[config.mk]
export PLATFORM = sky130hd
export DESIGN_NAME = icache_way
export DESIGN_NICKNAME = d
export VERILOG_FILES = /design/src/common/icache_pkg.sv /design/src/icache_way.sv
export SDC_FILE = /design/constraint.sdc
export NUM_CORES = 2
export LEC_CHECK = 0
export BUFFER_PORTS_ARGS = -buffer_cell sky130_fd_sc_hd__buf_4
export CORE_MARGIN = 2
export CORE_UTILIZATION = 54
export CTS_CLUSTER_SIZE = 40
export DETAILED_ROUTE_END_ITERATION = 7
export PLACE_DENSITY = 0.81
export SYNTH_ARGS = -nofsm -noshare
export SYNTH_HDL_FRONTEND = slang
export SYNTH_SLANG_ARGS = --single-unit
export TNS_END_PERCENT = 5
[constraint.sdc]
create_clock -name clk -period 21.5 [get_ports clk]
set_input_delay 4.3 -clock clk [delete_from_list [all_inputs] [get_ports clk]]
set_output_delay 4.3 -clock clk [all_outputs]
set_load 0.02 [all_outputs]
[src/common/icache_pkg.sv]
`default_nettype none

package icache_pkg;

	// Cache geometry
	localparam int ADDR_W = 32;
	localparam int NUM_WAYS = 4;
	localparam int NUM_SETS = 16;
	localparam int LINE_BYTES = 16;

	// Address split: tag | index | offset
	localparam int OFFSET_W = $clog2(LINE_BYTES);
	localparam int INDEX_W = $clog2(NUM_SETS);
	localparam int TAG_W = ADDR_W - INDEX_W - OFFSET_W;

	localparam int WORDS_PER_LINE = LINE_BYTES / 4;
	localparam int BEATS_PER_LINE = LINE_BYTES / 8;

	typedef struct packed {
		logic [ADDR_W-1:0] pc;
	} fetch_req_t;

	typedef struct packed {
		logic [ADDR_W-1:0] pc;
		logic [31:0]       inst;
	} fetch_resp_t;

	// Same line seen as instructions or as bus beats, low address in low bits
	typedef union packed {
		logic [WORDS_PER_LINE-1:0][31:0]                         words;
		logic [BEATS_PER_LINE-1:0][LINE_BYTES*8/BEATS_PER_LINE-1:0] beats;
	} cache_line_u;

	typedef struct packed {
		logic [INDEX_W-1:0] index;
		logic [TAG_W-1:0]   tag;
		logic               rd;
		logic               invalidate_all;
		cache_line_u        line;
	} way_cmd_t;

endpackage

`default_nettype wire

[src/icache_way.sv]
`timescale 1ns/1ps
`default_nettype none

module icache_way import icache_pkg::*; (
	input  wire logic clk,
	input  wire logic rst,
	input  way_cmd_t  cmd,
	input  wire logic wr,
	output logic      hit,
	output cache_line_u line
);

	logic [NUM_SETS-1:0] valid;
	logic [TAG_W-1:0]    tags [NUM_SETS];
	cache_line_u         lines [NUM_SETS];
	logic [INDEX_W-1:0]  index_q;
	cache_line_u         line_q;

	// Valid bits
	always_ff @(posedge clk) begin
		if (rst) begin
			valid <= '0;
		end else if (cmd.invalidate_all) begin
			valid <= '0;
		end else if (wr) begin
			valid[cmd.index] <= 1'b1;
		end
	end

	// Set of the last read, used for the hit compare
	always_ff @(posedge clk) begin
		if (rst) begin
			index_q <= '0;
		end else if (cmd.rd) begin
			index_q <= cmd.index;
		end
	end

	always_ff @(posedge clk) begin
		if (wr) begin
			tags[cmd.index] <= cmd.tag;
			lines[cmd.index] <= cmd.line;
		end
	end

	// Synchronous line read
	always_ff @(posedge clk) begin
		if (cmd.rd)
			line_q <= lines[cmd.index];
	end

	assign hit = valid[index_q] && (tags[index_q] == cmd.tag);
	assign line = line_q;

endmodule

`default_nettype wire

; After elaboration in Yosys (flattened, before gate mapping)
; Memory sizes are Yosys's and may differ from the RTL's. A register that Yosys moved wholly into a read port is not among the register bits.
; Index checks and enable logic that the tools add are counted.
[word_totals]
register_bits = 20
ram_bits = 2432
mem_count = 2
[mem_list]
columns = name, depth, word_bits, rd, rd_clocked_by_memory_dff, write_ports, line
row1 = lines, 16, 128, 1, 1, 1, icache_way.sv:15  ; cache_line_u lines [NUM_SETS];
row2 = tags, 16, 24, 1, 1, 1, icache_way.sv:14  ; logic [TAG_W-1:0] tags [NUM_SETS];
[op_classes]
magnitude_cmp = 3
eq_ne = 1
mux = 8
bitwise_logic = 1
n_reduce_logical = 3
[ops]
columns = op, n
row1 = 24-bit equality test, 1
row2 = 16-bit bitwise OR, 1
row3 = 4-bit by 5-bit < comparator with 1-bit output (second input constant), 2
row4 = 4-bit two-way mux, 2
row5 = 1-bit binary-select mux with 4-bit select, 1
row6 = 1-bit demux with 4-bit select, 1
row7 = 4-bit by 1-bit greater-or-equal comparator with 1-bit output (second input constant), 1
row8 = 1-bit two-way mux, 4
row9 = 1-bit logical AND, 2
row10 = 2-bit OR reduction, 1

; Longest topological paths before layout
[logic_depth]
word_depth = 5
mapped_depth = 12

; Worst setup path after synthesis
; Ideal clock, no wire load.
[synth_timing]
path_kind = input-to-reg
from = in cmd[154] (netlist name)
to = mem lines[0][0] (netlist name), enable pin
setup_ns = 0.852
t_arrival_ns = 15.698
required_ns = 20.648
slack_ns = 4.950
path_stages = 5
path_buffers = 3
cell_sequence = clkbuf_1 -> clkbuf_1 -> clkbuf_1 -> or3b_2 -> nor3_1
[synth_rtl]
columns = item, line
row1 = from (decl), icache_way.sv:7  ; input way_cmd_t cmd,
row2 = to (decl), icache_way.sv:15
; No word-level cell before the write port.

; Final worst setup path
[layout_timing]
from = in cmd[153] (netlist name)
to = out hit
[layout_via]
elab_chain_cells = 2
[layout_rtl]
columns = item, line
row1 = 24-bit equality test, icache_way.sv:52  ; assign hit = valid[index_q] && (tags[index_q] == cmd.tag);
row2 = 1-bit logical AND, icache_way.sv:52
row3 = to (decl), icache_way.sv:9  ; output logic hit,
; Every way passes these cells.

==> impl_metrics.csv <==
group,metric,value,unit
pwr,combinationalPowerShare,5.2,%
pwr,internal-power,8.223,mW
finish,fill_cells,11199,
timing,final_max_slew_viol_count,0,
grt,antenna_found_initial,37,
logic_synthesis,syn-num-nets,3862,
floorplanning,die-width,426.3,um
logic_synthesis,synth_edf_count,2560,
timing,finalSetupTns,0,ns
timing,final_hold_viol_count,0,
setup_path,crit_end,"hit",
placed_design,placed_area,101500,um^2
detailed_routing,ant_nets,0,
detailed_routing,drt_first_pass_iters,5,
placed_design,hpwl,105.9,mm
logic_synthesis,yosys.area.top_type_share,79.84,%
timing,tightest_slew,1.328,ns
timing,finalCritPeriodShare,50.85,%
clock_tree,numCtsBuffers,240,
pwr,seqPwrFrac,54.8,%
clock_tree,clk_pin_slew,0.06,ns
logic_synthesis,async_reset_ff_share,0,%
logic_synthesis,yosysTopAreaCell,"edfxtp_1",
pwr,vdd_drop_max,0.07982,mV
logic_synthesis,synth-main-ff-cell,"edfxtp_1",
clock_tree,postCtsSetupRepairBufs,0,
setup_path,reg2reg_depth,2,
clock_tree,clkLatencyLatePin,0.89,ns
min_path,hp-class,"register to register",
finish,syn_to_final_growth,13.57,%
detailed_routing,drcViolationCount,0,
logic_synthesis,yosysSeqAreaShare,80.34,%
finish,drive_gt1_share,34.05,%
grt,grt_max_degree,148,
clock_tree,clockBufferDepth,3,
pwr,leakage,34.13,nW
grt,grt_pass1_wl,322.0,mm
pwr,p_sw,2.205,mW
floorplanning,ios,290,
floorplanning,die_area,181700,um^2
timing,skew,0.05494,ns
pwr,switching_share,21.15,%
clock_tree,cts-root-buf,"clkbuf_16",
grt,track_usage,24.99,%
clock_tree,cts_hold_buf,0,
logic_synthesis,avgSynthCellArea,26.02,um^2
clock_tree,cts_tree,"built",
grt,grt_overflow,0,
floorplanning,initial_core_util,54.49,%
logic_synthesis,synth_common_cells,"edfxtp_1, mux4_2, clkbuf_1",
timing,relSlewSlack,11.25,%
placed_design,dp.cells,6223,
logic_synthesis,netlist-cell-type-count,52,
clock_tree,cts.sinks,2584,
logic_synthesis,ys_ff_latch,2584,
finish,nets,4286,
clock_tree,cts_resized,0,
detailed_routing,wl_per_cell,33.36,um
finish,multi_input_area,18280,um^2
logic_synthesis,syn_inst,3701,
setup_path,endpoint_kind,"output pin",
setup_path,cp.arrival,6.63,ns
setup_path,required,17.20,ns
logic_synthesis,synth_most_common_cell,"edfxtp_1",
job,cap_violations,0,
logic_synthesis,ys_warn_count,0,
finish,seqCellArea,77370,um^2
detailed_routing,first_iter_violations,5135,
timing,setup_viol,0,
detailed_routing,wl,223.3,mm
logic_synthesis,synth_area_leaders,"edfxtp_1, mux4_2, dfxtp_1",
timing,rsz0062_at_grt,"no",
timing,period_needed,10.93,ns
floorplanning,die_y,426.3,um
timing,timing.fmax,91.48,MHz
setup_path,ff2ff_setup_slack,19.70,ns
setup_path,worstSetupStartpointType,"input pin",
logic_synthesis,syn_area,96280,um^2
placed_design,routabilityCongestion,0.7390,
pwr,power,10.43,mW
status,status,"finished, final reports clean",
clock_tree,htreeDepth,4,
setup_path,startpoint,"cmd[153]",
pwr,clockPowerShare,40.0,%
detailed_routing,vias_per_cell,6.407,
setup_path,worst-path-max-fanout,20,
setup_path,rr_startpoint,"lines[15][24]$_DFFE_PP_",
setup_path,rr_endpoint,"line[24]$_DFFE_PP_",
pwr,p_per_area,95.37,nW/um^2
finish,final_core_util,61.88,%
floorplanning,coreArea,176700,um^2
detailed_routing,vias,42887,
grt,grt_pass1_vias,45030,
placed_design,port_buffers,289,
setup_path,path_class,"input pin to output pin",
floorplanning,num_rows,154,
finish,stdcell_area,109300,um^2
finish,stdcell_count,6694,
-- power by group through the flow --
stage | Combinational (mW) | Clock, mW | Sequential (mW)
floorplan | 0.290 | 0 | 5.84
global placement | 0.526 | 0 | 5.81
detailed placement | 0.539 | 0 | 5.82
CTS | 0.547 | 4.24 | 5.71
global route | 0.572 | 4.42 | 5.72
finish | 0.540 | 4.18 | 5.71
-- worst max-delay path: stages --
cell	delay, ns
buf_4	0.19
xnor2_1	0.15
mux4_2	0.49
nor4_1	0.27
a22oi_1	0.13
or4_1	0.56
nor4_2	0.34
buf_4	0.21
-- cell type report --
cell class                 count  share of cell area [%]
timing repair buffer         362                   2.655
sequential                  2584                   70.75
inverter                       4                 0.01373
multi-input combinational    933                   16.72
tap                         2340                   2.678
clock buffer                 300                   5.737
antenna                       22                 0.05035
clock inverter               149                   1.390
-- layer usage --
metal	vias up	share of wire, %	global-route usage [%]
met1	23216	37	32.76
met3	380	7.8	4.551
met5	-	0.038	0
li1	17057	-	-
met2	2220	52	42.51
met4	14	3.2	8.804
-- how the worst min path moves through the flow --
stage / cells past startpoint / start / endpoint
detailed placement: 1 / valid[14]$_SDFFE_PP0P_ / valid[14]$_SDFFE_PP0P_
finish: 1 / valid[14]$_SDFFE_PP0P_ / valid[14]$_SDFFE_PP0P_
global route: 1 / valid[14]$_SDFFE_PP0P_ / valid[14]$_SDFFE_PP0P_
floorplan: 1 / valid[12]$_SDFFE_PP0P_ / valid[12]$_SDFFE_PP0P_
CTS: 1 / valid[14]$_SDFFE_PP0P_ / valid[14]$_SDFFE_PP0P_
global placement: 1 / valid[4]$_SDFFE_PP0P_ / valid[4]$_SDFFE_PP0P_
-- sequential cells by signal, summed over array words and instances, names as in the netlist, named ones only --
| name | cells |
|---|---|
| index_q | 4 |
| line | 128 |
| lines | 2048 |
| tags | 384 |
| valid | 16 |
-- per-stage QoR --
stage          hold WS (ns)  worst slack (ns)
2_1_floorplan        0.4354             4.950
3_3_place_gp         0.4413             10.61
3_5_place_dp         0.4482             10.58
4_1_cts              0.4631             10.57
5_1_grt              0.4775             10.48
6_report             0.4600             10.57
-- logic make-up after synthesis --
logic type	synth area share, %
flops	80.34
xor+xnor	0.2911
compound gates	0.4198
simple gates	0.3548
mux	17.81
buf+inv	0.7836
-- cells in the final DEF, fill, tap and decap left out, types with 5 or more instances in the layout --
cell type / count
o21a_1: 16
clkbuf_1: 58
clkinv_16: 9
dfxtp_1: 21
mux2i_1: 32
nand2b_1: 6
clkinv_2: 44
buf_4: 345
nor2_1: 10
o22ai_1: 5
clkinv_1: 47
diode_2: 22
inv_6: 7
edfxtp_1: 2560
bufinv_16: 20
nor2_4: 12
xnor2_1: 19
buf_12: 12
clkinvlp_4: 15
o21ai_0: 5
clkbuf_16: 242
nand2_1: 13
mux4_2: 741
xor2_1: 13
No activity file was read; power rests on OpenSTA's default activity.
