File: config.mk
export PLATFORM = sky130hd
export DESIGN_NAME = icache_refill
export DESIGN_NICKNAME = d
export VERILOG_FILES = /design/src/common/icache_pkg.sv /design/src/common/axi_lite_pkg.sv /design/src/icache_refill.sv
export SDC_FILE = /design/constraint.sdc
export NUM_CORES = 1
export LEC_CHECK = 0
export CORE_AREA = 4 4 102 104
export DETAILED_ROUTE_END_ITERATION = 8
export DIE_AREA = 0 0 106 108
export DONT_BUFFER_PORTS = 1
export PLACE_DENSITY = 0.77
export SETUP_SLACK_MARGIN = 0.4
export SYNTH_ARGS = -nofsm -noshare
export SYNTH_HDL_FRONTEND = slang
export SYNTH_SLANG_ARGS = --single-unit
File: constraint.sdc
create_clock -name clk -period 9.85 [get_ports clk]
set_input_delay 0.985 -clock clk [delete_from_list [all_inputs] [get_ports clk]]
set_output_delay 0.985 -clock clk [all_outputs]
set_load 0.01 [all_outputs]
File: src/common/icache_pkg.sv
`default_nettype none

package icache_pkg;

	// Cache geometry
	localparam int ADDR_W = 32;
	localparam int NUM_WAYS = 4;
	localparam int NUM_SETS = 16;
	localparam int LINE_BYTES = 16;

	// Address split: tag | index | offset
	localparam int OFFSET_W = $clog2(LINE_BYTES);
	localparam int INDEX_W = $clog2(NUM_SETS);
	localparam int TAG_W = ADDR_W - INDEX_W - OFFSET_W;

	localparam int WORDS_PER_LINE = LINE_BYTES / 4;
	localparam int BEATS_PER_LINE = LINE_BYTES / 8;

	typedef struct packed {
		logic [ADDR_W-1:0] pc;
	} fetch_req_t;

	typedef struct packed {
		logic [ADDR_W-1:0] pc;
		logic [31:0]       inst;
	} fetch_resp_t;

	// Same line seen as instructions or as bus beats, low address in low bits
	typedef union packed {
		logic [WORDS_PER_LINE-1:0][31:0]                         words;
		logic [BEATS_PER_LINE-1:0][LINE_BYTES*8/BEATS_PER_LINE-1:0] beats;
	} cache_line_u;

	typedef struct packed {
		logic [INDEX_W-1:0] index;
		logic [TAG_W-1:0]   tag;
		logic               rd;
		logic               invalidate_all;
		cache_line_u        line;
	} way_cmd_t;

endpackage

`default_nettype wire

File: src/common/axi_lite_pkg.sv
`default_nettype none

package axi_lite_pkg;

	localparam int AXI_ADDR_W = 32;
	localparam int AXI_DATA_W = 64;
	localparam int AXI_PROT_W = 3;
	localparam int AXI_RESP_W = 2;

	// Unprivileged, secure, instruction access
	localparam logic [AXI_PROT_W-1:0] PROT_INST = 3'b100;

	// Read address channel payload
	typedef struct packed {
		logic [AXI_ADDR_W-1:0] addr;
		logic [AXI_PROT_W-1:0] prot;
	} axi_ar_t;

	// Read data channel payload
	typedef struct packed {
		logic [AXI_DATA_W-1:0] data;
		logic [AXI_RESP_W-1:0] resp;
	} axi_r_t;

endpackage

`default_nettype wire

File: src/icache_refill.sv
`timescale 1ns/1ps
`default_nettype none

module icache_refill import icache_pkg::*, axi_lite_pkg::*; (
	input  wire logic                       clk,
	input  wire logic                       rst,
	input  wire logic                       start,
	input  wire logic [ADDR_W-OFFSET_W-1:0] line_addr,
	output logic                            done,
	output cache_line_u                     line,
	output logic                            arvalid,
	input  wire logic                       arready,
	output axi_ar_t                         ar,
	input  wire logic                       rvalid,
	output logic                            rready,
	input  axi_r_t                          r
);

	typedef enum logic [1:0] {
		R_IDLE,
		R_ADDR,
		R_DATA,
		R_DONE
	} state_t;

	state_t                              state;
	logic [$clog2(BEATS_PER_LINE)-1:0]   beat_q;
	logic [ADDR_W-OFFSET_W-1:0]          line_addr_q;
	cache_line_u                         line_q;

	always_ff @(posedge clk) begin
		if (rst) begin
			state <= R_IDLE;
			beat_q <= '0;
		end else begin
			case (state)
				R_IDLE: begin
					if (start) begin
						beat_q <= '0;
						state <= R_ADDR;
					end
				end
				R_ADDR: begin
					if (arready)
						state <= R_DATA;
				end
				R_DATA: begin
					// One address in flight, next AR only after this beat
					if (rvalid) begin
						if (beat_q == $bits(beat_q)'(BEATS_PER_LINE - 1)) begin
							state <= R_DONE;
						end else begin
							beat_q <= beat_q + 1'b1;
							state <= R_ADDR;
						end
					end
				end
				R_DONE: state <= R_IDLE;
				default: state <= R_IDLE;
			endcase
		end
	end

	always_ff @(posedge clk) begin
		if ((state == R_IDLE) && start)
			line_addr_q <= line_addr;
	end

	// RRESP not checked
	always_ff @(posedge clk) begin
		if ((state == R_DATA) && rvalid)
			line_q.beats[beat_q] <= r.data;
	end

	assign arvalid = (state == R_ADDR);
	assign rready = (state == R_DATA);
	assign done = (state == R_DONE);
	assign line = line_q;

	always_comb begin
		ar.addr = {line_addr_q, beat_q, 3'b000};
		ar.prot = PROT_INST;
	end

endmodule

`default_nettype wire

; ---- Yosys cells after proc, flatten, opt, wreduce, memory -nomap -nowiden
; Index checks and enable logic that the tools add are counted.
; Widths: inputs -> output; s select.
[word_totals]
in_bits = 99
reg_bits = 159
output_inout_bits = 166
wordCells = 32
[op_classes]
order_cmp = 2
add_sub_neg = 1
n_reduce_logical = 7
eq_ne = 6
mux = 12
[op_table]
columns = operator, n
row1 = $bwmux 128, 1
row2 = $demux 64 s1, 1
row3 = $mux 64, 1
row4 = $mux 2, 4
row5 = $pmux 2 s4, 1
row6 = $reduce_and 3->1, 2
row7 = $eq 2x2->1 const B, 2
row8 = $ne 2x2->1 const B, 2
row9 = $logic_and 1x1->1, 3
row10 = $mux 1, 3
row11 = $eq 2x1->1 const B, 1
row12 = $logic_not 2->1, 1
row13 = $lt 1x2->1 const B, 1
row14 = $ne 2x1->1 const B, 1
row15 = $pmux 1 s2, 1
row16 = $reduce_bool 2->1, 1
row17 = $add 1x1->1 const B, 1
row18 = $ge 1x1->1 const B, 1

; ---- Longest topological paths before layout
; Gate-level depths: netlist of the first run.
[depth]
word_depth = 5
mapped_depth = 3
mapped_depth_nobuf = 3

; ---- Worst setup path after synthesis of the first run
; No wires, ideal clock.
[synth_timing]
kind = in2reg
startpoint = input rvalid
endpoint = register line_q (netlist bit line[100]), enable pin
path_slack_ps = 3508
stages = 2
required_time_ps = 9272
arrival_ps = 5764
n_path_buf = 0
setup_time_ps = 578
cell_sequence = nand2_1 nor3b_1
[synth_via]
elab_chain_len = 1
[synth_lines]
columns = item, line
row1 = from (decl), icache_refill.sv:14  ; input wire logic rvalid,
row2 = $logic_and 1x1->1, icache_refill.sv:71  ; if ((state == R_DATA) && rvalid)
row3 = to (decl), icache_refill.sv:29  ; cache_line_u line_q;
; No other way between the ends.
; A chain may end at the register's enable or synchronous reset.

; ---- Final worst setup path of the first run
[layout_timing]
startpoint = register state[0]
endpoint = output rready
[layout_via]
elab_chain_len = 1
[layout_lines]
columns = item, line
row1 = from (decl), icache_refill.sv:26  ; state_t state;
row2 = from (signal assigned), icache_refill.sv:33  ; state <= R_IDLE;
row3 = from (signal assigned), icache_refill.sv:40  ; state <= R_ADDR;
row4 = from (signal assigned), icache_refill.sv:45  ; state <= R_DATA;
row5 = $eq 2x2->1, icache_refill.sv:76  ; assign rready = (state == R_DATA);
row6 = to (decl), icache_refill.sv:15  ; output logic rready,
; No other way between the ends.

==> results.py, run 1 <==
metrics = {
    "final_layout": {
        "fin_nets": 307,
        "insertedDiodeCount": 0,
        "final_cell_mix": "edfxtp_1, clkbuf_16, conb_1",
        "fin_area_mm2": 0.005678,
        "layout_commonest_cell": "edfxtp_1",
        "area_growth_pct": 15.32,
        "drive_gt1_share_pct": 16.36,
        "num-fill-cells": 673,
        "final_cells": 353,
    },
    "clock_tree": {
        "cts_buffers": 17,
        "path_clk_slew_ns": 0.06,
        "post-cts-setup-buffers": 0,
        "numClockSinks": 159,
        "ctsLongestPathBuffers": 2,
        "cts_tree": "done",
        "postCtsHoldBufs": 0,
        "post_cts_resized": 0,
        "cts_htree_levels": 4,
        "root_buffer": "clkbuf_8",
        "clk_latency_ns": 0.52,
    },
    "floorplanning": {
        "core_area_mm2": 0.009549,
        "num_rows": 36,
        "die_w_um": 106,
        "dieArea_mm2": 0.01145,
        "initial_core_util_pct": 51.56,
        "die_h_um": 108,
        "io_pins": 265,
    },
    "sta": {
        "worstMarginPinSlew_ns": 1.190,
        "max_freq_mhz": 439.3,
        "drv_slew": 0,
        "min_period_over_period_pct": 23.11,
        "rsz0062_at_grt": "false",
        "hold_violations": 0,
        "setup_tns_ns": 0,
        "min_period_ns": 2.276,
        "setup_violations": 0,
        "slew_headroom_pct": 20.56,
        "clock_skew_ns": 0.01039,
    },
    "logic_synthesis": {
        "avgSynthCellArea_um2": 26.05,
        "synth-seq-cells": 159,
        "ys_types": 18,
        "netlist_area_mm2": 0.004923,
        "synthCells": 189,
        "yosys_warnings": 0,
        "synth_seq_area_share_pct": 96.37,
    },
    "run": {
        "maxCapViolations": 0,
    },
    "placed_design": {
        "dpl.cell_count": 322,
        "place.gp.congestion": 0.7324,
        "dp_hpwl_mm": 6.598,
        "io_buffers": 0,
        "place_area_mm2": 0.005087,
    },
    "status": {
        "status": "finished, final reports clean",
    },
    "critical_path": {
        "crit_slowest_cell": "dfxtp_1",
        "path_max_fanout": 9,
        "path_cells": "and2b_1",
        "start_kind": "register",
        "critPathBufInv": 0,
        "required_ns": 8.87,
        "critPathKind": "reg2out",
        "crit_path_end_kind": "output port",
        "worstPathArrival_ns": 1.29,
        "cpPeakStageDelay_ns": 0.49,
        "path_delay_family": "flip-flops",
    },
    "detailed_routing": {
        "post_drt_wl_per_cell_um": 25.68,
        "ant_nets": 0,
        "initialDrtViolationCount": 96,
        "firstDrtPassIters": 4,
        "vias": 1873,
        "vias_per_cell": 5.306,
        "wl_mm": 9.065,
        "drc_errors": 0,
    },
    "global_routing": {
        "grt_max_degree": 63,
        "gr-total-overflow": 0,
        "grt_use_total_pct": 15.85,
        "grt_pass1_wl_mm": 12.27,
        "antenna_found_initial": 0,
        "grt_pass1_vias": 1881,
    },
    "pwr": {
        "p_leak_nw": 1.812,
        "ir_worst_vdd_mv": 0.1390,
        "p_per_area_mw_per_mm2": 250.7,
    },
    "min_path": {
        "hp-class": "in2reg",
    },
}
## layout make-up
cell class | instances | area, µm² | area share (%)
timing repair buffer | 3 | 22.52 | 0.3967
tap | 133 | 166.4 | 2.931
clock buffer | 19 | 421.7 | 7.426
clock inverter | 12 | 168.9 | 2.975
inverter | 1 | 3.754 | 0.06611
multi-input combinational | 26 | 150.1 | 2.644
sequential | 159 | 4745 | 83.56
## flip-flops by register name, indices dropped and copies added, names as in the netlist
register,flops
beat_q,1
line_addr_q,28
line,128
state,2
## per-layer routing
| layer | GRT usage [%] | vias up | part of all wire [%] |
|---|---|---|---|
| met5 | 0 | - | 0 |
| met2 | 27.14 | 179 | 54 |
| met4 | 6.938 | 0 | 1.1 |
| li1 | - | 770 | - |
| met1 | 14.03 | 910 | 31 |
| met3 | 11.52 | 14 | 13 |
## power by group
group          total [mW]  leakage (nW)  switching (mW)  internal [mW]
registers           0.773          1.44          0.0125          0.760
clock network       0.640         0.277           0.233          0.407
logic              0.0107        0.0901         0.00871        0.00195
## path summary, 6_finish.rpt
path / from / endpoint / slack [ns] / cells past startpoint
min reg2reg: state[1]$_SDFFE_PP0P_ / beat_q$_SDFFE_PP0P_ / 0.57 / 2
max: state[0]$_SDFFE_PP0P_ / rready / 7.57 / 1
max reg2reg: state[1]$_SDFFE_PP0P_ / line[5]$_DFFE_PP_ / 7.89 / 3
min: rst / state[1]$_SDFFE_PP0P_ / 0.52 / 1
## synthesized netlist by cell type
| library cell | instances | area share [%] |
|---|---|---|
| o21ai_0 | 1 | 0.10 |
| nor2_1 | 2 | 0.15 |
| a21oi_1 | 2 | 0.20 |
| a21o_1 | 1 | 0.15 |
| nor3_1 | 1 | 0.10 |
| nor2b_1 | 1 | 0.13 |
| and2b_1 | 2 | 0.30 |
| o21ai_2 | 1 | 0.18 |
| nand2b_1 | 2 | 0.25 |
| nand2_1 | 4 | 0.30 |
| dfxtp_1 | 3 | 1.2 |
| buf_4 | 7 | 1.1 |
| inv_1 | 1 | 0.076 |
| edfxtp_1 | 156 | 95 |
| a21oi_2 | 1 | 0.18 |
| nor3b_1 | 1 | 0.15 |
| conb_1 | 2 | 0.15 |
| and2_1 | 1 | 0.13 |
## through the flow
| stage | worst slack (ns) | total power, mW | hold slack (ns) | utilization, % |
|---|---|---|---|---|
| final | 7.574 | 1.424 | 0.5186 | 59.46 |
| after global routing | 7.501 | 1.480 | 0.4828 | 59.46 |
| after CTS | 7.548 | 1.438 | 0.4974 | 59.46 |
| after detailed placement | 7.382 | 0.7971 | 0.5594 | 53.28 |
| after global placement | 7.444 | 0.7974 | 0.5465 | 53.28 |
| after floorplan | 3.508 | 0.7948 | 0.4862 | - |
## logic make-up after synthesis
kind of cell / share of synthesized area, %
compound gates: 0.8132
buf+inv: 1.144
flops: 96.37
other cells: 0.1525
simple gates: 1.525
(Power assumes the default switching activity.)
==> inputs of run 2 (changes only) <==
--- a/config.mk
+++ b/config.mk
@@ -5,11 +5,11 @@
 export SDC_FILE = /design/constraint.sdc
 export NUM_CORES = 1
 export LEC_CHECK = 0
-export CORE_AREA = 4 4 102 104
+export CORE_MARGIN = 4
+export CORE_UTILIZATION = 55
 export DETAILED_ROUTE_END_ITERATION = 8
-export DIE_AREA = 0 0 106 108
 export DONT_BUFFER_PORTS = 1
-export PLACE_DENSITY = 0.77
+export PLACE_DENSITY = 0.83
 export SETUP_SLACK_MARGIN = 0.4
 export SYNTH_ARGS = -nofsm -noshare
 export SYNTH_HDL_FRONTEND = slang
==> constraint.sdc (replaced) <==
create_clock -name clk -period 2 [get_ports clk]
set_input_delay 0.2 -clock clk [delete_from_list [all_inputs] [get_ports clk]]
set_output_delay 0.2 -clock clk [all_outputs]
set_load 0.01 [all_outputs]
==> results.py, run 2 (synthesized netlist as in run 1, its figures left out) <==
metrics = {
    "global_routing": {
        "grt_pass1_wl_mm": 15.61,
        "gr-total-overflow": 0,
        "grt_pass1_vias": 2470,
        "antenna_found_initial": 0,
        "grt_use_total_pct": 21.38,
        "grt_max_degree": 50,
    },
    "detailed_routing": {
        "post_drt_wl_per_cell_um": 26.26,
        "vias_per_cell": 5.439,
        "firstDrtPassIters": 4,
        "initialDrtViolationCount": 146,
        "vias": 2328,
        "wl_mm": 11.24,
        "ant_nets": 0,
        "drc_errors": 0,
    },
    "critical_path": {
        "crit_path_end_kind": "register",
        "worstPathArrival_ns": 1.94,
        "cpPeakStageDelay_ns": 0.55,
        "path_delay_family": "buffers and inverters",
        "required_ns": 2.39,
        "path_max_fanout": 9,
        "critPathBufInv": 1,
        "crit_slowest_cell": "dlygate4sd3_1",
        "start_kind": "register",
        "path_cells": "and2b_1 -> o21ai_2 -> a21oi_2 -> dlygate4sd3_1",
        "critPathKind": "reg2reg",
    },
    "final_layout": {
        "fin_nets": 406,
        "area_growth_pct": 35.15,
        "num-fill-cells": 444,
        "final_cells": 428,
        "utilization_pct": 76.30,
        "insertedDiodeCount": 0,
        "register_area_mm2": 0.004751,
        "drive_gt1_share_pct": 13.75,
        "layout_commonest_cell": "edfxtp_1",
        "largest_reg_flops": 128,
        "fin_area_mm2": 0.006654,
        "final_cell_mix": "edfxtp_1, dlygate4sd3_1, clkbuf_16, conb_1, inv_6",
        "multiInputGateArea_um2": 170.2,
    },
    "sta": {
        "drv_slew": 0,
        "max_freq_mhz": 645.5,
        "setup_tns_ns": 0,
        "clock_skew_ns": 0.01030,
        "setup_violations": 0,
        "hold_violations": 0,
        "min_period_over_period_pct": 77.46,
        "rsz0062_at_grt": "false",
        "setup_ws_ns": 0.4508,
        "min_period_ns": 1.549,
    },
    "pwr": {
        "switching_power_mw": 1.490,
        "comb_power_share_pct": 3.5,
        "p_seq_share_pct": 53.9,
        "ir_worst_vdd_mv": 0.6990,
        "p_per_area_mw_per_mm2": 1061,
        "pwr-share-clk_pct": 42.6,
        "sw_frac_of_total_pct": 21.10,
        "p_leak_nw": 2.244,
        "p_int_mw": 5.570,
    },
    "placed_design": {
        "dp_hpwl_mm": 6.611,
        "io_buffers": 0,
        "place_area_mm2": 0.005122,
        "dpl.cell_count": 299,
        "post-place-ws_ns": 0.5774,
        "place.gp.congestion": 0.7674,
    },
    "clock_tree": {
        "cts_buffers": 17,
        "root_buffer": "clkbuf_8",
        "numClockSinks": 159,
        "post-cts-setup-buffers": 0,
        "ctsLongestPathBuffers": 2,
        "path_clk_slew_ns": 0.07,
        "cts_tree": "done",
        "cts_htree_levels": 4,
        "clk_latency_ns": 0.50,
    },
    "min_path": {
        "hp-class": "in2reg",
    },
    "floorplanning": {
        "core_area_mm2": 0.008721,
        "dieArea_mm2": 0.01053,
        "initial_core_util_pct": 56.46,
        "die_h_um": 102.6,
        "num_rows": 34,
        "die_w_um": 102.6,
        "io_pins": 265,
    },
    "status": {
        "status": "finished, final reports clean",
    },
    "run": {
        "maxCapViolations": 0,
    },
}
run 2: tightest hold or removal path: cells and delay by family:
family           cells  cell delay, ns
AND/OR/NAND/NOR      1            0.10
AO/OA/AOI/OAI        2            0.21
run 2: through the flow:
step                power [mW]  hold WS (ns)
CTS                      7.045       0.01309
global placement         3.934        0.2545
finish                   7.059       0.04851
floorplan                3.916        0.2533
global route             7.302       0.03614
detailed placement       3.931        0.2563
run 2: final cells by class:
cell class / count / area share, %
Clock inverter: 15 / 2.200
Sequential cell: 159 / 71.40
Inverter: 1 / 0.05641
Multi-Input combinational cell: 26 / 2.557
Timing Repair Buffer: 102 / 15.53
Tap cell: 108 / 2.031
Clock buffer: 17 / 6.224
run 2: power by group through the flow:
stage	Clock, mW	Combinational, mW	Sequential [mW]
after floorplan	0	0.0533	3.86
after global routing	3.23	0.264	3.81
after global placement	0	0.0574	3.88
after detailed placement	0	0.0580	3.87
after CTS	3.01	0.233	3.80
final	3.01	0.245	3.80
run 2: metal layers:
layer	wire length, µm	track usage, %	up-vias	part of all wire, %
met2	6143	36.99	201	55
met3	1518	12.65	12	14
met5	0	0	-	0
li1	-	-	972	-
met1	3403	21.17	1143	30
met4	174	7.568	0	1.5
run 2: final timing paths:
check	from	endpoint	slack, ns	cells after the start
max reg2reg	state[0]$_SDFFE_PP0P_	state[1]$_SDFFE_PP0P_	0.45	4
min reg2reg	beat_q$_SDFFE_PP0P_	beat_q$_SDFFE_PP0P_	0.57	2
max	state[0]$_SDFFE_PP0P_	state[1]$_SDFFE_PP0P_	0.45	4
min	rvalid	beat_q$_SDFFE_PP0P_	0.05	3
run 2: timing repair:
action,4_1_cts,5_1_grt
endpoints found under the setup margin,0,0
endpoints found under the hold margin,159,0
hold buffers,97,0
gates resized for setup,0,0
