File: config.mk
export PLATFORM = sky130hd
export DESIGN_NAME = icache_ctrl
export DESIGN_NICKNAME = d
export VERILOG_FILES = /design/src/common/icache_pkg.sv /design/src/icache_ctrl.sv
export SDC_FILE = /design/constraint.sdc
export NUM_CORES = 1
export LEC_CHECK = 0
export BUFFER_PORTS_ARGS = -buffer_cell sky130_fd_sc_hd__buf_2
export CORE_AREA = 5 5 152 154
export CTS_CLUSTER_SIZE = 24
export DETAILED_ROUTE_END_ITERATION = 6
export DIE_AREA = 0 0 157 159
export GPL_TIMING_DRIVEN = 0
export MAX_ROUTING_LAYER = met4
export SLEW_MARGIN = 20
export SYNTH_ARGS = -nofsm -noshare
export SYNTH_HDL_FRONTEND = slang
export SYNTH_SLANG_ARGS = --single-unit
File: constraint.sdc
create_clock -name clk -period 1.79 [get_ports clk]
set_input_delay 0.0895 -clock clk [delete_from_list [all_inputs] [get_ports clk]]
set_output_delay 0.0895 -clock clk [all_outputs]
set_load 0.1 [all_outputs]
File: src/common/icache_pkg.sv
`default_nettype none

package icache_pkg;

	// Cache geometry
	localparam int ADDR_W = 32;
	localparam int NUM_WAYS = 4;
	localparam int NUM_SETS = 16;
	localparam int LINE_BYTES = 16;

	// Address split: tag | index | offset
	localparam int OFFSET_W = $clog2(LINE_BYTES);
	localparam int INDEX_W = $clog2(NUM_SETS);
	localparam int TAG_W = ADDR_W - INDEX_W - OFFSET_W;

	localparam int WORDS_PER_LINE = LINE_BYTES / 4;
	localparam int BEATS_PER_LINE = LINE_BYTES / 8;

	typedef struct packed {
		logic [ADDR_W-1:0] pc;
	} fetch_req_t;

	typedef struct packed {
		logic [ADDR_W-1:0] pc;
		logic [31:0]       inst;
	} fetch_resp_t;

	// Same line seen as instructions or as bus beats, low address in low bits
	typedef union packed {
		logic [WORDS_PER_LINE-1:0][31:0]                         words;
		logic [BEATS_PER_LINE-1:0][LINE_BYTES*8/BEATS_PER_LINE-1:0] beats;
	} cache_line_u;

	typedef struct packed {
		logic [INDEX_W-1:0] index;
		logic [TAG_W-1:0]   tag;
		logic               rd;
		logic               invalidate_all;
		cache_line_u        line;
	} way_cmd_t;

endpackage

`default_nettype wire

File: src/icache_ctrl.sv
`timescale 1ns/1ps
`default_nettype none

module icache_ctrl import icache_pkg::*; (
	input  wire logic                 clk,
	input  wire logic                 rst,
	input  wire logic                 flush,
	input  wire logic                 req_valid,
	input  fetch_req_t                req,
	output logic                      req_ready,
	output logic                      resp_valid,
	input  wire logic                 resp_ready,
	output way_cmd_t                  way_cmd,
	output logic [NUM_WAYS-1:0]       way_wr,
	input  wire logic [NUM_WAYS-1:0]  way_hit,
	output logic                      refill_start,
	output logic [ADDR_W-OFFSET_W-1:0] refill_addr,
	input  wire logic                 refill_done,
	input  cache_line_u               refill_line,
	output logic [ADDR_W-1:0]         pc_q,
	output logic                      use_refill
);

	typedef enum logic [1:0] {
		S_IDLE,
		S_LOOKUP,
		S_REFILL,
		S_RESP
	} state_t;

	state_t              state;
	state_t              state_next;
	logic [NUM_WAYS-1:0] victim;
	logic                hit_any;
	logic                resp_done;
	logic                accept;
	logic                fill;

	assign hit_any = |way_hit;

	// Hit answers straight from the lookup cycle, everything else from S_RESP
	assign resp_valid = (state == S_RESP) || ((state == S_LOOKUP) && hit_any);
	assign resp_done = resp_valid && resp_ready;

	// Flush only wins while nothing is held
	assign req_ready = ((state == S_IDLE) && !flush) || resp_done;
	assign accept = req_valid && req_ready;

	assign refill_start = (state == S_LOOKUP) && !hit_any;
	assign refill_addr = pc_q[ADDR_W-1:OFFSET_W];

	// Line arrives from refill; victim way takes it this cycle
	assign fill = (state == S_REFILL) && refill_done;
	assign way_wr = fill ? victim : '0;

	always_comb begin
		// New request indexes the arrays directly so the read lands at the accept edge
		way_cmd.index = accept ? req.pc[OFFSET_W +: INDEX_W] : pc_q[OFFSET_W +: INDEX_W];
		way_cmd.tag = pc_q[ADDR_W-1 -: TAG_W];
		way_cmd.rd = accept;
		way_cmd.invalidate_all = (state == S_IDLE) && flush;
		way_cmd.line = refill_line;
	end

	always_comb begin
		state_next = state;
		case (state)
			S_IDLE: begin
				if (accept)
					state_next = S_LOOKUP;
			end
			S_LOOKUP: begin
				if (!hit_any)
					state_next = S_REFILL;
				else if (resp_done)
					state_next = accept ? S_LOOKUP : S_IDLE;
				else
					state_next = S_RESP;
			end
			S_REFILL: begin
				if (refill_done)
					state_next = S_RESP;
			end
			S_RESP: begin
				if (resp_done)
					state_next = accept ? S_LOOKUP : S_IDLE;
			end
			default: state_next = S_IDLE;
		endcase
	end

	always_ff @(posedge clk) begin
		if (rst) begin
			state <= S_IDLE;
			victim <= NUM_WAYS'(1);
			use_refill <= 1'b0;
		end else begin
			state <= state_next;
			if (fill) begin
				// Round robin, one step per miss
				victim <= {victim[NUM_WAYS-2:0], victim[NUM_WAYS-1]};
				use_refill <= 1'b1;
			end else if (accept) begin
				use_refill <= 1'b0;
			end
		end
	end

	always_ff @(posedge clk) begin
		if (accept)
			pc_q <= req.pc;
	end

endmodule

`default_nettype wire

* After elaboration in Yosys (flattened, before gate mapping)
Index checks and enable logic that the tools add are counted.
Operators by class: equality and inequality tests 6, muxes and demuxes 11, reductions and logical operators 15
Operators with widths (count):
- two-way mux 2 bit | 5
- two-way mux 4 bit | 2
- one-hot mux 2 bit (4 select lines) | 1
- logical AND 1 bit | 7
- != test 2 bit, second input constant | 3
- == test 2 bit, second input constant | 2
- OR reduction 4 bit | 1
- two-way mux 1 bit | 3
- AND reduction 3 bit | 1
- == test 2 x 1 -> 1 bit, second input constant | 1
- logical NOT 1 bit | 2
- logical NOT 2 bit | 1
- logical OR 1 bit | 2
- nonzero test 2 bit | 1
Word-level totals: flip-flop bits (word level) 39, input port bits 170, output and inout port bits 226, logic and storage cells 36

* Logic depth before layout (Yosys ltp)
Gate-level depths: netlist (run 1).
depth in word-level cells 10, depth in mapped cells 4

* Worst setup path before layout (run 1)
No wires, ideal clock.
path kind input to register, from input way_hit[3], to register state[0], library setup time 242 ps, arrival time 2971 ps, required time 1548 ps, slack -1423 ps, stages on the path 3, path buffers 0, path through or4_4 > nor3b_1 > nor3_1
On the way: cells in the longest elaborated chain, start to end 10, elaborated cells between the ends (all ways) 14
Ends and longest elaborated chain:
- start, declared | line icache_ctrl.sv:15 | input wire logic [NUM_WAYS-1:0] way_hit,
- OR reduction 4 bit (*) | line icache_ctrl.sv:39 | assign hit_any = |way_hit;
- logical AND 1 bit | line icache_ctrl.sv:42 | assign resp_valid = (state == S_RESP) || ((state == S_LOOKUP) && hit_any);
- logical OR 1 bit | line icache_ctrl.sv:42
- logical AND 1 bit | line icache_ctrl.sv:43 | assign resp_done = resp_valid && resp_ready;
- logical OR 1 bit | line icache_ctrl.sv:46 | assign req_ready = ((state == S_IDLE) && !flush) || resp_done;
- logical AND 1 bit | line icache_ctrl.sv:47 | assign accept = req_valid && req_ready;
- two-way mux 1 bit | line icache_ctrl.sv:76, icache_ctrl.sv:86
- two-way mux 2 bit | line icache_ctrl.sv:75 | else if (resp_done)
- two-way mux 2 bit | line icache_ctrl.sv:73 | if (!hit_any)
- one-hot mux 2 bit (4 select lines) | line icache_ctrl.sv:67 | case (state)
- end signal, assigned | line icache_ctrl.sv:98 | state <= state_next;
- end, declared | line icache_ctrl.sv:31 | state_t state;
Mark *: on every way between the ends. The rest lies on a longest branch, timed or not. The select of a mux whose other input is x is not followed. A chain may end at the register's enable or synchronous reset.

==> summary.md, run 1 <==
| Metric | Value |
|---|---|
| Run status | `finished, final reports clean` |
| Peak VDD IR | `0.000419 V` |
| # DRC | `0` |
| Met2 Track Usage GR | `15.4%` |
| Worst setup path endpoint | `way_cmd[155]` |
| Dpl cell area | `4480 µm²` |
| Max Clk Rate | `560 MHz` |
| Arrival @ worst endpoint | `1.70 ns` |
| Area Growth Syn to Fin | `85.7%` |
| Maximum net fanout on the critical path | `6` |
| CTS Buffer Depth | `2` |
| Starting DRT DRC Count | `68` |
| HPWL Detailed | `9490 µm` |
| Number of cells produced by synthesis | `262` |
| Most numerous cell in the Yosys netlist | `buf_4` |
| I/O Pins | `396` |
| Total wire length | `11,200 µm` |
| Multi-input combinational cell area | `339 µm²` |
| Rows | `54` |
| Layout Nets | `744` |
| First-pass GRT wire length | `15,200 µm` |
| Final core utilization | `23.7%` |
| Worst path max stage delay | `0.59 ns` |
| # diodes | `0` |
| Least-Margin Pin Slew | `0.524 ns` |
| Max-slew violation count | `0` |
| Initial Util | `12.7%` |
| Top cell type's share of synthesized area | `49.5%` |
| Core Box Area | `21,600 µm²` |
| Synth top cells by count | `buf_4 (181), edfxtp_1 (32), nand2_1 (8), dfxtp_1 (7)` |
| WL per Instance | `13.1 µm` |
| Gp weighted congestion | `0.736` |
| Adder-cell share of the synthesized area | `0%` |
| Top_reg_cell synth | `edfxtp_1` |
| FF-to-FF End | `pc_q[25]` |
| Sequential area share after synthesis | `40.1%` |
| Clock latency on the worst-skew pair | `0.28 ns` |
| Met1 Use GR | `8.59%` |
| Largest net degree at the start of global routing | `20` |
| #FFs+latches synth | `39` |
| Drt first pass iters | `4` |
| Final ANT Viol Nets | `0` |
| Simple-gate share of the synthesized area | `4.87%` |
| Endpoints failing setup | `0` |
| RSZ-0062 raised after global routing | `yes` |
| Syn Nets | `432` |
| Number of global-route vias before repair | `2,609` |
| H-tree depth | `2` |
| M3 GR Usage | `1.17%` |
| Filler cells | `2,321` |
| CTS sink cnt | `39` |
| Number of synthesized flops with an enable pin | `32` |
| Layout cells sized above 1 | `83.8%` |
| Die Footprint | `25,000 µm²` |
| Die extent in y | `159 µm` |
| Critical Path End Type | `output pin` |
| Initial antenna violation count | `0` |
| Slowest-stage cell, CP | `or4_4` |
| Post-Synth XOR/XNOR Area | `0%` |
| GR peak layer | `met2` |
| Compound-Gate Fraction of Synth Area | `2.55%` |
| Root Driver | `clkbuf_16` |
| Reg clk slew, reported paths | `0.06 ns` |
| Largest family of logic cells by synthesized area | `buffers and inverters` |
| CTS tree | `done` |
| Chip width | `157 µm` |
| Post-synthesis mux area share | `2.19%` |
| Slew HR | `65.3%` |
| Critical Path Start | `way_hit[3]` |
| Congestion Overflow GR | `0` |
| CP cell instances | `buf_2, or4_4, a211o_4, mux2_4, buf_12` |
| Maxcap violations | `0` |
| Register Area | `1100 µm²` |
| Clk_skew | `0.00554 ns` |
| Hold/Removal Path Class | `primary input to flip-flop` |
| P_leak | `2.71 nW` |
| Post-synth top area cell | `buf_4` |
| Netlist cell types | `26` |
| Synth Cell Area | `2750 µm²` |
| Worst R2R Setup Slack | `0.25 ns` |
| Yosys warns | `0` |
| Vias/cell | `3.12` |
| Port Buffers | `267` |
| Overall routing resource usage | `8.04%` |
| Post-route cell area | `5100 µm²` |
| Num CTS Buffers | `5` |
| Fin crit share | `99.7%` |
| Final hold vios | `0` |
| Syn Area/Cell | `10.5 µm²` |
| Final min period | `1.78 ns` |
| Kind of critical path | `primary input to output pin` |
| Pwr Total | `5.08 mW` |
| Power density over cell area | `996 nW/µm²` |
| Synth top area cells | `buf_4 (49%), edfxtp_1 (35%), dfxtp_1 (5.1%)` |
| Asr flop ratio synth | `0%` |
| Setup crit start kind | `primary input` |
| WP data required | `1.70 ns` |
| R2R depth | `5` |
| DR vias | `2,671` |
==> cells by family after synthesis <==
| kind of cell | Yosys count |
|---|---|
| buf+inv | 187 |
| flops | 39 |
| simple gates | 23 |
| mux | 4 |
| compound gates | 9 |
==> sequential cells by signal (all words and copies together) (netlist names), named ones only <==
register    cells
use_refill      1
state           1
pc_q           32
victim          4
==> stage by stage <==
| step | setup WS (ns) | hold slack [ns] | std cells | setup TNS (ns) |
|---|---|---|---|---|
| 2_1_floorplan | -0.135 | 0.159 | 262 | -0.177 |
| 3_3_place_gp | -0.343 | 0.267 | 809 | -1.63 |
| 3_5_place_dp | -0.354 | 0.268 | 809 | -1.67 |
| 4_1_cts | -0.00273 | 0.000715 | 854 | -0.00497 |
| 5_1_grt | -0.0485 | 0.00800 | 855 | -0.184 |
| 6_report | 0.00538 | 0.0109 | 855 | 0 |
==> cells in the final DEF (no fill, tap or decap), drive strengths merged, types with 2 or more instances in the layout <==
master       instances
buf                454
edfxtp              32
dlygate4sd3         31
nand2                8
clkbuf               7
dfxtp                7
mux2                 4
inv                  4
a21oi                3
a211o                3
nor2                 2
clkinvlp             2
nor3b                2
nor2b                2
==> critical path, delay by kind of cell <==
family / cells / cell delay, ns
multiplexers: 1 / 0.33
AND/OR/NAND/NOR: 1 / 0.59
AO/OA/AOI/OAI: 1 / 0.41
buffers and inverters: 2 / 0.27
==> power by group <==
part	leakage [nW]	total, mW	switching [mW]	internal [mW]
clock network	0.0658	0.879	0.366	0.513
logic	2.29	3.09	2.46	0.632
registers	0.356	1.11	0.0486	1.06
==> worst min-delay path by stage <==
stage / startpoint / slack [ns] / to / cells past startpoint
2_1_floorplan: rst / 0.16 / victim[1] / 1
3_3_place_gp: req[25] / 0.27 / pc_q[25] / 1
3_5_place_dp: req[8] / 0.27 / pc_q[8] / 1
4_1_cts: req[22] / 0.0007 / pc_q[22] / 1
5_1_grt: req[22] / 0.008 / pc_q[22] / 1
6_report: req[22] / 0.01 / pc_q[22] / 1
==> area by class of cell <==
| type | instances | area share [%] |
|---|---|---|
| clock inverters | 3 | 0.393 |
| repair buffers | 304 | 34.7 |
| flip-flops and latches | 39 | 21.6 |
| inverters | 4 | 0.294 |
| plain buffers | 183 | 27.0 |
| multi-input cells | 37 | 6.65 |
| well taps | 280 | 6.87 |
| clock buffers | 5 | 2.45 |
==> routing by layer <==
metal  wire length, µm  vias up
met5                 0        -
met4                95        0
met3              1110        6
met2              6020      181
met1              3970     1189
li1                  -     1295
==> repair_timing <==
action,4_1_cts,5_1_grt
setup endpoints to repair,11,6
pin swaps,2,0
hold buffers,31,0
hold endpoints to repair,31,0
gates cloned,1,0
buffers inserted,5,1
resized for setup,28,4
No activity file was read; power rests on OpenSTA's default activity.
==> inputs of run 2 (changes only) <==
--- a/config.mk
+++ b/config.mk
@@ -6,11 +6,11 @@
 export NUM_CORES = 1
 export LEC_CHECK = 0
 export BUFFER_PORTS_ARGS = -buffer_cell sky130_fd_sc_hd__buf_2
+export CAP_MARGIN = 20
 export CORE_AREA = 5 5 152 154
 export CTS_CLUSTER_SIZE = 24
 export DETAILED_ROUTE_END_ITERATION = 6
 export DIE_AREA = 0 0 157 159
-export GPL_TIMING_DRIVEN = 0
 export MAX_ROUTING_LAYER = met4
 export SLEW_MARGIN = 20
 export SYNTH_ARGS = -nofsm -noshare
==> summary.md, run 2 (same netlist as run 1, synthesis figures left out) <==
| Metric | Value |
|---|---|
| Layout cells sized above 1 | `63.3%` |
| Initial Util | `12.7%` |
| Number of global-route vias before repair | `1,796` |
| Die Footprint | `25,000 µm²` |
| Core Box Area | `21,600 µm²` |
| Maxcap violations | `0` |
| Hold/Removal Path Class | `primary input to flip-flop` |
| Fraction of power spent switching nets | `43.3%` |
| HPWL Detailed | `7020 µm` |
| # diodes | `0` |
| Initial antenna violation count | `0` |
| Rows | `54` |
| Largest net degree at the start of global routing | `18` |
| Worst hold stages | `2` |
| Congestion Overflow GR | `0` |
| DR vias | `1,597` |
| Worst path max stage delay | `0.37 ns` |
| Endpoints failing setup | `0` |
| Kind of critical path | `flip-flop to output pin` |
| Commonest non-fill, non-tap cell in the layout | `buf_2` |
| # DRC | `0` |
| Area Growth Syn to Fin | `15.2%` |
| R2R depth | `3` |
| Vias/cell | `2.92` |
| Dpl cell area | `2630 µm²` |
| Post-route cell area | `3160 µm²` |
| Maximum net fanout on the critical path | `7` |
| Final ANT Viol Nets | `0` |
| Largest Register | `pc_q` |
| Flop pwr share | `29.3%` |
| Least-Margin Pin Slew | `0.516 ns` |
| Slowest-stage cell, CP | `a211o_4` |
| Power density over cell area | `1190 nW/µm²` |
| Hold Path Sink | `victim[3]` |
| Largest regs | `pc_q (32), victim (4)` |
| Chip width | `157 µm` |
| Hold WS | `0.0622 ns` |
| CTS sink cnt | `39` |
| Reg clk slew, reported paths | `0.06 ns` |
| WP data required | `1.70 ns` |
| Overall routing resource usage | `6.73%` |
| Layout Nets | `436` |
| Starting DRT DRC Count | `26` |
| I/O Pins | `396` |
| Arrival @ worst endpoint | `1.69 ns` |
| CTS Buffer Depth | `2` |
| Filler cells | `2,410` |
| CP cell instances | `and4_1, a211o_4, mux2_4, buf_12` |
| Number of flip-flops in the largest register | `32` |
| CTS tree | `done` |
| Die extent in y | `159 µm` |
| Drt first pass iters | `4` |
| Total wire length | `8610 µm` |
| Fin crit share | `99.4%` |
| Max Clk Rate | `562 MHz` |
| Gp weighted congestion | `0.716` |
| Clk network pwr share | `30.9%` |
| P_leak | `1.36 nW` |
| Num CTS Buffers | `5` |
| Hold Crit Start | `rst` |
| Worst R2R Setup Slack | `0.36 ns` |
| Power Internal | `2.13 mW` |
| Final min period | `1.78 ns` |
| Setup crit start kind | `flip-flop` |
| Clk_skew | `0.00520 ns` |
| Max-slew violation count | `0` |
| RSZ-0062 raised after global routing | `yes` |
| Logic gate share of total power | `39.8%` |
| WL per Instance | `15.7 µm` |
| Root Driver | `clkbuf_16` |
| Slew HR | `65.8%` |
| FF-to-FF End | `pc_q[11]` |
| Final hold vios | `0` |
| Port Buffers | `139` |
| Clock latency on the worst-skew pair | `0.28 ns` |
| First-pass GRT wire length | `12,000 µm` |
| Peak VDD IR | `0.000459 V` |
| H-tree depth | `2` |
| Commonest non-fill, non-tap cells in the layout | `buf_2 (129), dlygate4sd3_1 (32), edfxtp_1 (32), nand2_1 (8), buf_4 (8)` |
| Switching power | `1.63 mW` |
| Run status | `finished, final reports clean` |
| Critical Path End Type | `output pin` |
[run 2: stage by stage]
step           setup TNS [ns]  power [mW]  worst slack [ns]  util, %  cells
2_1_floorplan          -0.177        3.73            -0.135        -    262
3_3_place_gp                0        2.56            0.0711     12.2    505
3_5_place_dp                0        2.56            0.0740     12.2    505
4_1_cts                     0        3.83            0.0180     14.6    546
5_1_grt                -0.146        3.90           -0.0394     14.7    547
6_report                    0        3.76            0.0114     14.7    547
[run 2: cell type report]
class                   count  area [µm²]  share of cell area, %
repair buffers            180        1200                   37.9
flip-flops and latches     39        1100                   34.9
well taps                 280         350                   11.1
multi-input cells          36         305                   9.65
clock buffers               6         129                   4.07
clock inverters             2        60.1                   1.90
inverters                   4        15.0                  0.474
[run 2: worst max path at each step]
stage | from | end | slack [ns] | cells after the start
3_5_place_dp | way_hit[3] | way_cmd[155] | 0.07 | 5
3_3_place_gp | way_hit[3] | way_cmd[156] | 0.07 | 5
5_1_grt | state[0] | way_cmd[157] | -0.04 | 4
2_1_floorplan | state[0] | req_ready | -0.14 | 2
6_report | state[0] | way_cmd[155] | 0.01 | 4
4_1_cts | state[0] | way_cmd[155] | 0.02 | 4
[run 2: repair_timing]
item,in CTS,in global routing
hold buffers,32,0
pin swaps,1,1
setup buffers,1,1
hold endpoints to repair,32,0
setup endpoints to repair,5,8
resized for setup,2,4
[run 2: layer usage]
| metal | vias up | wire length (µm) | global-route usage [%] |
|---|---|---|---|
| met2 | 182 | 3490 | 8.78 |
| met3 | 74 | 1410 | 4.35 |
| met5 | - | 0 | - |
| li1 | 678 | - | - |
| met1 | 663 | 2880 | 6.60 |
| met4 | 0 | 842 | 6.31 |
[run 2: worst max-delay path: cells and delay by family, from the launching register on]
family                 cells  cell delay (ns)
AO/OA/AOI/OAI              1             0.37
flip-flops                 1             0.36
multiplexers               1             0.33
AND/OR/NAND/NOR            1             0.18
buffers and inverters      1             0.17
[run 2: power groups by stage]
stage / registers (mW) / clock network, mW / logic (mW)
global route: 1.11 / 1.25 / 1.53
detailed placement: 1.12 / 0 / 1.44
floorplan: 1.46 / 0 / 2.27
global placement: 1.12 / 0 / 1.43
finish: 1.10 / 1.16 / 1.50
CTS: 1.11 / 1.22 / 1.50
